$ cat src/rtl/cd_glue_pkg.sv
// Shared widths, message structs and command kind codes for the CD glue blocks
package cd_glue_pkg;

	// ====================
	// Audio
	// ====================

	typedef logic signed [15:0] sample_t;

	typedef struct packed {
		sample_t left;
		sample_t right;
	} stereo_t;

	// Accumulator width of the mixer, two bits of headroom over a sample
	localparam int MIX_W = 18;

	// ====================
	// Host messages
	// ====================

	// Message byte on top, drive status byte below
	typedef struct packed {
		logic [7:0] msg;
		logic [7:0] stat;
	} cd_status_t;

	// Host to core, new message when toggle flips
	typedef struct packed {
		logic       toggle;
		logic       data_req;
		cd_status_t status;
	} host_msg_t;

	localparam int CMD_PAYLOAD_W = 96;
	localparam int DOUT_W = 80;

	// Core to host, same toggle scheme
	typedef struct packed {
		logic                     toggle;
		logic [15:0]              kind;
		logic [CMD_PAYLOAD_W-1:0] payload;
	} host_cmd_t;

	// Command kinds, fast seek rides in bit 15 of KIND_COMMAND
	localparam logic [15:0] KIND_COMMAND = 16'h0000;
	localparam logic [15:0] KIND_DATAOUT = 16'h0001;
	localparam logic [15:0] KIND_DATAEND = 16'h0002;
	localparam logic [15:0] KIND_RESET   = 16'h00ff;

endpackage

$ cat src/rtl/audio_mixer.sv
// Two-stage stereo mix of CD audio, PSG and ADPCM with a 1.25 gain
`timescale 1ns/1ns

module audio_mixer
	import cd_glue_pkg::*;
#(
	parameter int GUARD = 2
) (
	input  logic    clk_sys,
	input  stereo_t cdda,
	input  stereo_t psg,
	input  sample_t adpcm,
	output stereo_t audio
);

	localparam int ACC_W = $bits(sample_t) + GUARD;

	logic signed [ACC_W-1:0] pre_l;
	logic signed [ACC_W-1:0] pre_r;
	logic signed [ACC_W-1:0] mix_l;
	logic signed [ACC_W-1:0] mix_r;

	function automatic logic signed [ACC_W-1:0] ext(input sample_t s);
		return {{GUARD{s[$bits(sample_t)-1]}}, s};
	endfunction

	always_ff @(posedge clk_sys) begin
		// Stage one, raw sum; ADPCM is mono and feeds both sides
		pre_l <= ext(cdda.left) + ext(psg.left) + ext(adpcm);
		pre_r <= ext(cdda.right) + ext(psg.right) + ext(adpcm);

		// Stage two, x1.25 so the full sum range fills the output
		mix_l <= pre_l + (pre_l >>> 2);
		mix_r <= pre_r + (pre_r >>> 2);
	end

	// Drop the guard bits, wraps on overflow
	assign audio.left  = mix_l[ACC_W-1:GUARD];
	assign audio.right = mix_r[ACC_W-1:GUARD];

endmodule

$ cat src/rtl/cd_data_stream.sv
// Turns a host sector download (header word then data words) into CD byte writes
`timescale 1ns/1ns

module cd_data_stream (
	input  logic        clk_sys,
	input  logic        reset,
	input  logic        dl_active,
	input  logic        dl_wr,
	input  logic [15:0] dl_data,
	output logic [7:0]  cd_byte,
	output logic        cd_wr,
	output logic        cd_dm
);

	logic        dl_active_q;
	logic        head_seen;
	logic        wr_pend;
	logic        byte_sel;
	logic [14:0] byte_len;
	logic [14:0] byte_cnt;
	logic [15:0] word_q;

	// Low byte goes out first
	assign cd_byte = byte_sel ? word_q[15:8] : word_q[7:0];

	always_ff @(posedge clk_sys) begin
		if (reset) begin
			dl_active_q <= 1'b0;
			head_seen   <= 1'b0;
			byte_len    <= '0;
			byte_cnt    <= '0;
			wr_pend     <= 1'b0;
			byte_sel    <= 1'b0;
			cd_wr       <= 1'b0;
			cd_dm       <= 1'b0;
		end else begin
			dl_active_q <= dl_active;

			// ====================
			// Word intake
			// ====================
			if (dl_active && !dl_active_q) begin
				head_seen <= 1'b0;
				byte_len  <= '0;
				byte_cnt  <= '0;
			end else if (dl_wr && dl_active) begin
				if (!head_seen) begin
					{cd_dm, byte_len} <= dl_data;
					byte_cnt          <= '0;
					head_seen         <= 1'b1;
				end else if (byte_cnt < byte_len) begin
					word_q   <= dl_data;
					wr_pend  <= 1'b1;
					byte_sel <= 1'b0;
				end
			end

			// ====================
			// Byte output
			// ====================
			if (wr_pend) begin
				if (!cd_wr) begin
					cd_wr <= 1'b1;
				end else begin
					cd_wr    <= 1'b0;
					byte_sel <= ~byte_sel;
					byte_cnt <= byte_cnt + 15'd1;
					// Done after the high byte or once length is reached
					if (byte_sel || byte_cnt >= byte_len - 15'd1)
						wr_pend <= 1'b0;
				end
			end
		end
	end

endmodule

$ cat src/rtl/cd_host_link.sv
// Toggle-based message exchange between the console CD core and the host, with counters
`timescale 1ns/1ns

module cd_host_link
	import cd_glue_pkg::*;
#(
	parameter int CNT_W = 8
) (
	input  logic                     clk_sys,
	input  logic                     reset,
	input  host_msg_t                host_msg,
	input  logic                     fast_seek,
	input  logic                     comm_send,
	input  logic [CMD_PAYLOAD_W-1:0] comm,
	input  logic                     dout_send,
	input  logic [DOUT_W-1:0]        dout,
	input  logic                     data_end,
	input  logic                     reset_req,
	output host_cmd_t                host_cmd,
	output cd_status_t               cd_stat,
	output logic                     stat_get,
	output logic                     dout_req,
	output logic [CNT_W-1:0]         stat_cnt,
	output logic [CNT_W-1:0]         comm_cnt
);

	// Request line positions, highest priority first
	localparam int REQ_COMM  = 3;
	localparam int REQ_DOUT  = 2;
	localparam int REQ_DEND  = 1;
	localparam int REQ_RESET = 0;

	logic       toggle_seen;
	logic       msg_new;
	logic [3:0] req_now;
	logic [3:0] req_q;
	logic [3:0] req_rise;

	assign msg_new  = host_msg.toggle != toggle_seen;
	assign req_now  = {comm_send, dout_send, data_end, reset_req};
	assign req_rise = req_now & ~req_q;

	// ====================
	// Host to core
	// ====================

	always_ff @(posedge clk_sys) begin
		stat_get <= 1'b0;
		dout_req <= 1'b0;
		if (reset) begin
			toggle_seen <= 1'b0;
			stat_cnt    <= '0;
		end else if (msg_new) begin
			toggle_seen <= host_msg.toggle;
			// Exactly one of the two pulses
			stat_get    <= ~host_msg.data_req;
			dout_req    <= host_msg.data_req;
			stat_cnt    <= stat_cnt + 1'b1;
		end
	end

	always_ff @(posedge clk_sys) begin
		if (msg_new)
			cd_stat <= host_msg.status;
	end

	// ====================
	// Core to host
	// ====================

	always_ff @(posedge clk_sys) begin
		if (reset) begin
			req_q    <= '0;
			host_cmd <= '0;
			comm_cnt <= '0;
		end else begin
			req_q <= req_now;
			// Losing edges are dropped, not queued
			if (req_rise[REQ_COMM]) begin
				host_cmd.payload <= comm;
				host_cmd.kind    <= KIND_COMMAND | {fast_seek, 15'd0};
				host_cmd.toggle  <= ~host_cmd.toggle;
				comm_cnt         <= comm_cnt + 1'b1;
			end else if (req_rise[REQ_DOUT]) begin
				// Upper payload bits keep the last command
				host_cmd.payload[DOUT_W-1:0] <= dout;
				host_cmd.kind                <= KIND_DATAOUT;
				host_cmd.toggle              <= ~host_cmd.toggle;
			end else if (req_rise[REQ_DEND]) begin
				host_cmd.kind   <= KIND_DATAEND;
				host_cmd.toggle <= ~host_cmd.toggle;
			end else if (req_rise[REQ_RESET]) begin
				host_cmd.kind   <= KIND_RESET;
				host_cmd.toggle <= ~host_cmd.toggle;
			end
		end
	end

endmodule

$ cat src/rtl/pce_cd_glue.sv
// CD glue top level: host link, sector stream and audio mixer for the console core
`timescale 1ns/1ns

module pce_cd_glue
	import cd_glue_pkg::*;
#(
	parameter int CNT_W = 8,
	// Mixer headroom bits over a 16-bit sample
	parameter int GUARD = MIX_W - $bits(sample_t)
) (
	input  logic                     clk_sys,
	input  logic                     reset,
	input  host_msg_t                host_msg,
	input  logic                     fast_seek,
	input  logic                     comm_send,
	input  logic [CMD_PAYLOAD_W-1:0] comm,
	input  logic                     dout_send,
	input  logic [DOUT_W-1:0]        dout,
	input  logic                     data_end,
	input  logic                     reset_req,
	input  logic                     dl_active,
	input  logic                     dl_wr,
	input  logic [15:0]              dl_data,
	input  stereo_t                  cdda,
	input  stereo_t                  psg,
	input  sample_t                  adpcm,
	output host_cmd_t                host_cmd,
	output cd_status_t               cd_stat,
	output logic                     stat_get,
	output logic                     dout_req,
	output logic [CNT_W-1:0]         stat_cnt,
	output logic [CNT_W-1:0]         comm_cnt,
	output logic [7:0]               cd_byte,
	output logic                     cd_wr,
	output logic                     cd_dm,
	output stereo_t                  audio
);

	// ====================
	// Host link
	// ====================

	cd_host_link #(
		.CNT_W(CNT_W)
	) link0 (
		.clk_sys   (clk_sys),
		.reset     (reset),
		.host_msg  (host_msg),
		.fast_seek (fast_seek),
		.comm_send (comm_send),
		.comm      (comm),
		.dout_send (dout_send),
		.dout      (dout),
		.data_end  (data_end),
		.reset_req (reset_req),
		.host_cmd  (host_cmd),
		.cd_stat   (cd_stat),
		.stat_get  (stat_get),
		.dout_req  (dout_req),
		.stat_cnt  (stat_cnt),
		.comm_cnt  (comm_cnt)
	);

	// Sector data from the host download
	cd_data_stream stream0 (
		.clk_sys   (clk_sys),
		.reset     (reset),
		.dl_active (dl_active),
		.dl_wr     (dl_wr),
		.dl_data   (dl_data),
		.cd_byte   (cd_byte),
		.cd_wr     (cd_wr),
		.cd_dm     (cd_dm)
	);

	// ====================
	// Audio
	// ====================

	audio_mixer #(
		.GUARD(GUARD)
	) mixer0 (
		.clk_sys (clk_sys),
		.cdda    (cdda),
		.psg     (psg),
		.adpcm   (adpcm),
		.audio   (audio)
	);

endmodule

$ cat config.mk
export PLATFORM = sky130hd
export DESIGN_NAME = pce_cd_glue
export DESIGN_NICKNAME = d
export VERILOG_FILES = /design/src/rtl/cd_glue_pkg.sv /design/src/rtl/audio_mixer.sv /design/src/rtl/cd_data_stream.sv /design/src/rtl/cd_host_link.sv /design/src/rtl/pce_cd_glue.sv
export SDC_FILE = /design/constraint.sdc
export NUM_CORES = 1
export LEC_CHECK = 0
export ABC_AREA = 1
export BUFFER_PORTS_ARGS = -buffer_cell sky130_fd_sc_hd__buf_2
export CAP_MARGIN = 0
export CORE_MARGIN = 5
export CORE_UTILIZATION = 30
export CTS_CLUSTER_SIZE = 20
export DETAILED_ROUTE_END_ITERATION = 16
export SLEW_MARGIN = 20
export SYNTH_ARGS = -nofsm -noshare
export SYNTH_HDL_FRONTEND = slang
export SYNTH_SLANG_ARGS = --single-unit
$ cat constraint.sdc
create_clock -name clk_sys -period 6.76 [get_ports clk_sys]
set_input_delay 1.352 -clock clk_sys [delete_from_list [all_inputs] [get_ports clk_sys]]
set_output_delay 1.352 -clock clk_sys [all_outputs]
set_load 0.02 [all_outputs]
Yosys cells after proc, flatten, opt, wreduce, memory -nomap -nowiden:

Index checks and enable logic that the tools add are counted.

* register bits: 264
* bits of input ports: 299
* logic and storage cells: 92

* $add $sub $neg: 10
* order comparisons: 2
* equal/unequal tests: 1
* mux-type cells: 26
* bitwise gates (word level): 9
* reductions and logical operators: 16

Operator list (number)
* 80-bit 2-to-1 mux: 2
* 15-bit 2-to-1 mux: 5
* 17-bit 2-to-1 mux: 4
* 17-bit by 16-bit adder with 18-bit output: 2
* 18-bit by 16-bit adder with 18-bit output: 2
* 16-bit by 16-bit adder with 17-bit output: 2
* 8-bit by 1-bit adder with 8-bit output (second input constant): 2
* 15-bit by 1-bit adder with 15-bit output (second input constant): 1
* 15-bit >= comparator: 1
* 15-bit < comparator: 1
* 15-bit by 1-bit subtractor with 15-bit output (second input constant): 1
* 1-bit 2-to-1 mux: 14
* 8-bit 2-to-1 mux: 1
* 1-bit NOT: 7
* 2-bit OR reduction: 3
* 5-bit AND reduction: 1
* 4-bit bitwise AND: 1
* 4-bit NOT: 1
* 2-bit nonzero test: 2
* 4-bit nonzero test: 1
* 4-bit OR reduction: 1
* 3-bit AND reduction: 1
* 3-bit nonzero test: 1
* 3-bit OR reduction: 1
* other kinds (5): 6

Logic depth before layout (Yosys ltp):

* depth in word-level cells: 8
* depth in mapped cells: 16
* gate-level depth less buffers: 16

Hierarchy:

From an unflattened synthesis, not the netlist that was laid out.

* cell total of the unflattened synthesis: 2027
* area, all modules: 14542.7 sq um

Modules (own cells, without submodules)
* cd_host_link: times used 1, cells an instance 869, area each 5985.7 sq um, sequential area each 2962.8 sq um
* audio_mixer: times used 1, cells an instance 741, area each 5437.7 sq um, sequential area each 1361.3 sq um
* cd_data_stream: times used 1, cells an instance 417, area each 3119.2 sq um, sequential area each 1201.2 sq um

Worst setup path before layout:

No wires, ideal clock.

* kind: in2reg
* start point: input port cdda[17] in the netlist's numbering
* end point: register mixer0.pre_l[17]
* library setup time: 72 ps
* arrival time: 3108 ps
* required time: 6688 ps
* setup slack: 3581 ps
* stages on the path: 10
* buffers on the path: 0
* cell sequence: fa_1 > ha_1 > inv_1 > fa_1 > o21ai_2 > nand2_1 > nand2_1 > nand3_1 > nand2_1 > xor2_1

* word-level cells in the longest chain between the ends: 2

RTL lines
* start: declaration: RTL line pce_cd_glue.sv:24 `input stereo_t cdda,`
* 16-bit by 16-bit adder with 17-bit output: RTL line audio_mixer.sv:29 `pre_l <= ext(cdda.left) + ext(psg.left) + ext(adpcm);`
* 17-bit by 16-bit adder with 18-bit output: RTL line audio_mixer.sv:29
* end signal: assignment: RTL line audio_mixer.sv:29
* end: declaration: RTL line audio_mixer.sv:18 `logic signed [ACC_W-1:0] pre_l;`

No other way between the ends.
A chain may end at the register's enable or synchronous reset.

Final worst setup path:

* start point: input port comm_send
* end point: register, netlist name link0.host_cmd[2]

* word-level cells in the longest chain between the ends: 2

RTL lines
* start: declaration: RTL line pce_cd_glue.sv:15 `input logic comm_send,`
* 4-bit bitwise AND (*): RTL line cd_host_link.sv:41 `assign req_rise = req_now & ~req_q;`
* 80-bit 2-to-1 mux / 2-bit nonzero test (equally long branches)

Mark *: on every way between the ends. The rest lies on a longest branch, timed or not.

==> results.txt <==
The reported max-cap violation count came out at 0. The transition at the pin with the smallest max-transition slack came out at 0.9186 ns. The final core area utilization is 0.3882. The multi-input gate area in the final layout is 7706 um2.

The worst register-to-register path ends at link0.host_cmd[2]$_SDFFE_PP0P_. The finished cells cover 18110 um2. The run finished with clean final reports.

Setup violations remaining at the end of the flow were counted as 0. For this run, design rule violations remaining after detail routing come to 0. The die covers 51680 um2. The sequential cells in the finished layout cover a total of 5525 um2. The TritonCTS buffer count came out at 29. The highest clock frequency the design can meet is 259.0 MHz. The wire length of the first global-routing pass came out at 69800 um. The power density normalized to cell area is 352.4 nW/um2.

The number of clock sinks came out at 260. The max-slew violation count came out at 0. The most used flip-flop cell after synthesis is sky130_fd_sc_hd__dfxtp_1. The worst setup path is launched from an input port. The maximum buffer depth of the clock tree is 3.

The synthesis warning total came out at 0. Summed over all layers, the routed wires come to 46840 um. The standard-cell row count is 79. The area of the core came out at 46650 um2. Leaving out fill and tap cells, the most frequent cells in the layout are sky130_fd_sc_hd__buf_2 (480), sky130_fd_sc_hd__nor2_1 (299), sky130_fd_sc_hd__nand2_1 (298), sky130_fd_sc_hd__dfxtp_1 (228), sky130_fd_sc_hd__a21oi_1 (159). The worst register-to-register path has a setup slack of 3.49 ns. The detail-routed net length per standard cell is 16.19 um. The routed layout has 13741 vias.

The number of filler cells placed in the layout came out at 4837. For this run, the total global-route usage over all layers was measured as 0.1659. After global routing the overflow that remains totals 0.

Dividing the detail-routed via count by the number of cells gives 4.750. The share of synthesized area occupied by flip-flops and latches came out at 0.3899. After legalization and detailed placement, the total HPWL measured 37930 um. The quantity of I/O buffers inserted on ports came out at 480. Setup repair after global routing left no endpoint under its margin. The clock insertion delay at the later pin of the skew report came out at 0.56 ns.

In this run the number of H-tree levels came out at 1. STA classifies the critical path endpoint as a flop. The die is 227.3 um tall. At the worst endpoint, the arrival time is 4.33 ns.

A synthesized cell averages 7.846 um2. In this run, placement finished with an instance count of 2838. The accumulated negative setup slack came out at 0 ns. The post-layout minimum cycle time came out at 3.862 ns. The number of instances in the synthesized netlist came out at 1806. The number of DRC markers in iteration 0 came out at 798. The count of cells resized by post-cts repair is 0.

The share of layout cells above drive strength 1 is 0.2481. The leakage dissipation came out at 0.009027 uW. The worst-case vdd ir drop is 0.2184 mV.

The boundary pin count came out at 488. Synthesis inferred 260 register bits. The pin count of the biggest net entering global routing came out at 79. The max-slew headroom at the worst pin came out at 0.3876.

The width of the die came out at 227.3 um. Prior to clock tree synthesis, the placed netlist has a worst setup slack of 2.384 ns. The count of endpoints failing hold in the final timing report is 0.

The number of cells on the worst hold path is 1. The number of buffers inserted by post-CTS setup repair is 0. For this configuration, the core starts out at a cell density of 0.3037.

Routability-driven placement finished with a final weighted congestion of 0.9528. The via count of the first global-routing pass came out at 13306. The final period utilization came out at 0.5713.

The critical path required time came out at 7.22 ns. The final antenna-violating net count came out at 0. The startpoint identified for the worst hold timing path is link0.stat_cnt[7]$_SDFFE_PP0N_.

The launch instance of the worst register-to-register path is link0.req_q[3]$_SDFF_PP0_. The clock edge transition at the registers on the reported setup and hold paths is 0.06 ns. Counting flops with an async set or reset pin after synthesis yields a share of 0.

Along the worst path, the maximum fanout reaches 72. The initial antenna violation count is 4. The count of placed standard cells in the final layout, fillers left out is 2893. The post-synth design cell area came out at 14170 um2.

The distinct cell type count after synthesis is 50. The growth of design area from synthesis to finish came out at 27.82%. The TritonCTS clock tree is yes. The worst-case clock skew came out at 0.008392 ns. The number of synthesized flops with an enable pin is 32. The critical path in this run is classified as in2reg.

Buffers inserted to repair hold after CTS numbered 0. The total placed instance area is 17050 um2. The path type of the worst min-delay path is reg2reg. The minimum setup slack in the final design is 2.898 ns. The clock root buffer master is sky130_fd_sc_hd__clkbuf_16. The number of cells on the worst reg-to-reg path is 8. The count of nets after finishing is 2693. The first-pass iteration count of the detailed router is 5. The endpoint of the worst hold path is link0.stat_cnt[7]$_SDFFE_PP0N_. The commonest non-fill, non-tap cell in the layout is sky130_fd_sc_hd__buf_2.
worst max-delay path, cell delays in order:
cell                      delay (ns)
sky130_fd_sc_hd__buf_2          0.10
sky130_fd_sc_hd__inv_2          0.07
sky130_fd_sc_hd__nor2_4         0.03
sky130_fd_sc_hd__buf_4          0.22
sky130_fd_sc_hd__inv_4          0.61
sky130_fd_sc_hd__nand2_4        0.49
sky130_fd_sc_hd__inv_2          0.52
sky130_fd_sc_hd__buf_4          0.56
sky130_fd_sc_hd__nand3_1        0.14
sky130_fd_sc_hd__o21ai_0        0.12
cells in the mapped netlist (19+ instances only):
cell type | count | area (um2)
sky130_fd_sc_hd__o21ai_1 | 20 | 100.1
sky130_fd_sc_hd__nor2_1 | 299 | 1122
sky130_fd_sc_hd__mux2i_1 | 29 | 290.3
sky130_fd_sc_hd__clkbuf_1 | 19 | 71.32
sky130_fd_sc_hd__edfxtp_1 | 32 | 960.9
sky130_fd_sc_hd__dfxtp_1 | 228 | 4564
sky130_fd_sc_hd__nand2_1 | 298 | 1119
sky130_fd_sc_hd__xor2_1 | 48 | 420.4
sky130_fd_sc_hd__nand3_1 | 92 | 460.4
sky130_fd_sc_hd__a21oi_1 | 159 | 795.8
sky130_fd_sc_hd__buf_2 | 24 | 120.1
sky130_fd_sc_hd__fa_1 | 34 | 680.7
sky130_fd_sc_hd__o21ai_0 | 125 | 625.6
sky130_fd_sc_hd__inv_1 | 152 | 570.6
sky130_fd_sc_hd__ha_1 | 98 | 1226
sky130_fd_sc_hd__nor3_1 | 20 | 100.1
metal layers:
layer	up-vias	part of all wire	track usage
met4	4	0.024	0.04340
met3	78	0.074	0.03185
met5	-	0.00047	0
met1	6317	0.40	0.2019
li1	6863	-	-
met2	479	0.50	0.3008
kinds of logic after synthesis:
kind of cell | after synthesis | synth area share
flops | 260 | 0.3899
other cells | 1 | 0.0002646
xor+xnor | 59 | 0.03647
compound gates | 350 | 0.1321
fa+ha+maj | 132 | 0.1346
buf+inv | 228 | 0.06781
mux | 29 | 0.02049
simple gates | 747 | 0.2184
through the flow:
stage	power [uW]	hold slack (ns)
2_1_floorplan	3890	0.4695
3_3_place_gp	4652	0.4368
3_5_place_dp	4673	0.4565
4_1_cts	6472	0.4612
5_1_grt	6889	0.4894
6_report	6383	0.4522
flip-flops by register name (all words and copies together), names as in the netlist, 4 cells and up:
signal,count
link0.cd_stat,16
link0.comm_cnt,8
link0.host_cmd,101
link0.req_q,4
link0.stat_cnt,8
mixer0.mix_l,16
mixer0.mix_r,16
mixer0.pre_l,18
mixer0.pre_r,18
stream0.byte_cnt,15
stream0.byte_len,15
stream0.word_q,16
final cells by class:
cell class / count / area share
Tap cell: 607 / 0.04193
Antenna cell: 1 / 0.0001382
Multi-Input combinational cell: 1324 / 0.4255
Clock buffer: 31 / 0.04159
Timing Repair Buffer: 487 / 0.1355
Sequential cell: 260 / 0.3051
Inverter: 160 / 0.03330
Clock inverter: 23 / 0.01699
worst max-delay path by stage:
stage,startpoint,endpoint,slack [ns],cells past startpoint
finish,comm_send,link0.host_cmd[2]$_SDFFE_PP0P_,2.90,10
global route,comm_send,link0.host_cmd[2]$_SDFFE_PP0P_,2.68,10
CTS,comm_send,link0.host_cmd[2]$_SDFFE_PP0P_,2.97,10
floorplan,cdda[17],mixer0.pre_l[17]$_DFF_P_,3.58,10
detailed placement,comm_send,link0.host_cmd[2]$_SDFFE_PP0P_,2.38,10
global placement,comm_send,link0.host_cmd[76]$_SDFFE_PP0P_,2.51,10
power by group:
| part | internal (uW) | switching (uW) |
|---|---|---|
| clock | 1070 | 675 |
| sequential | 1860 | 132 |
| combinational | 958 | 1680 |
No activity file was read; power rests on OpenSTA's default activity.
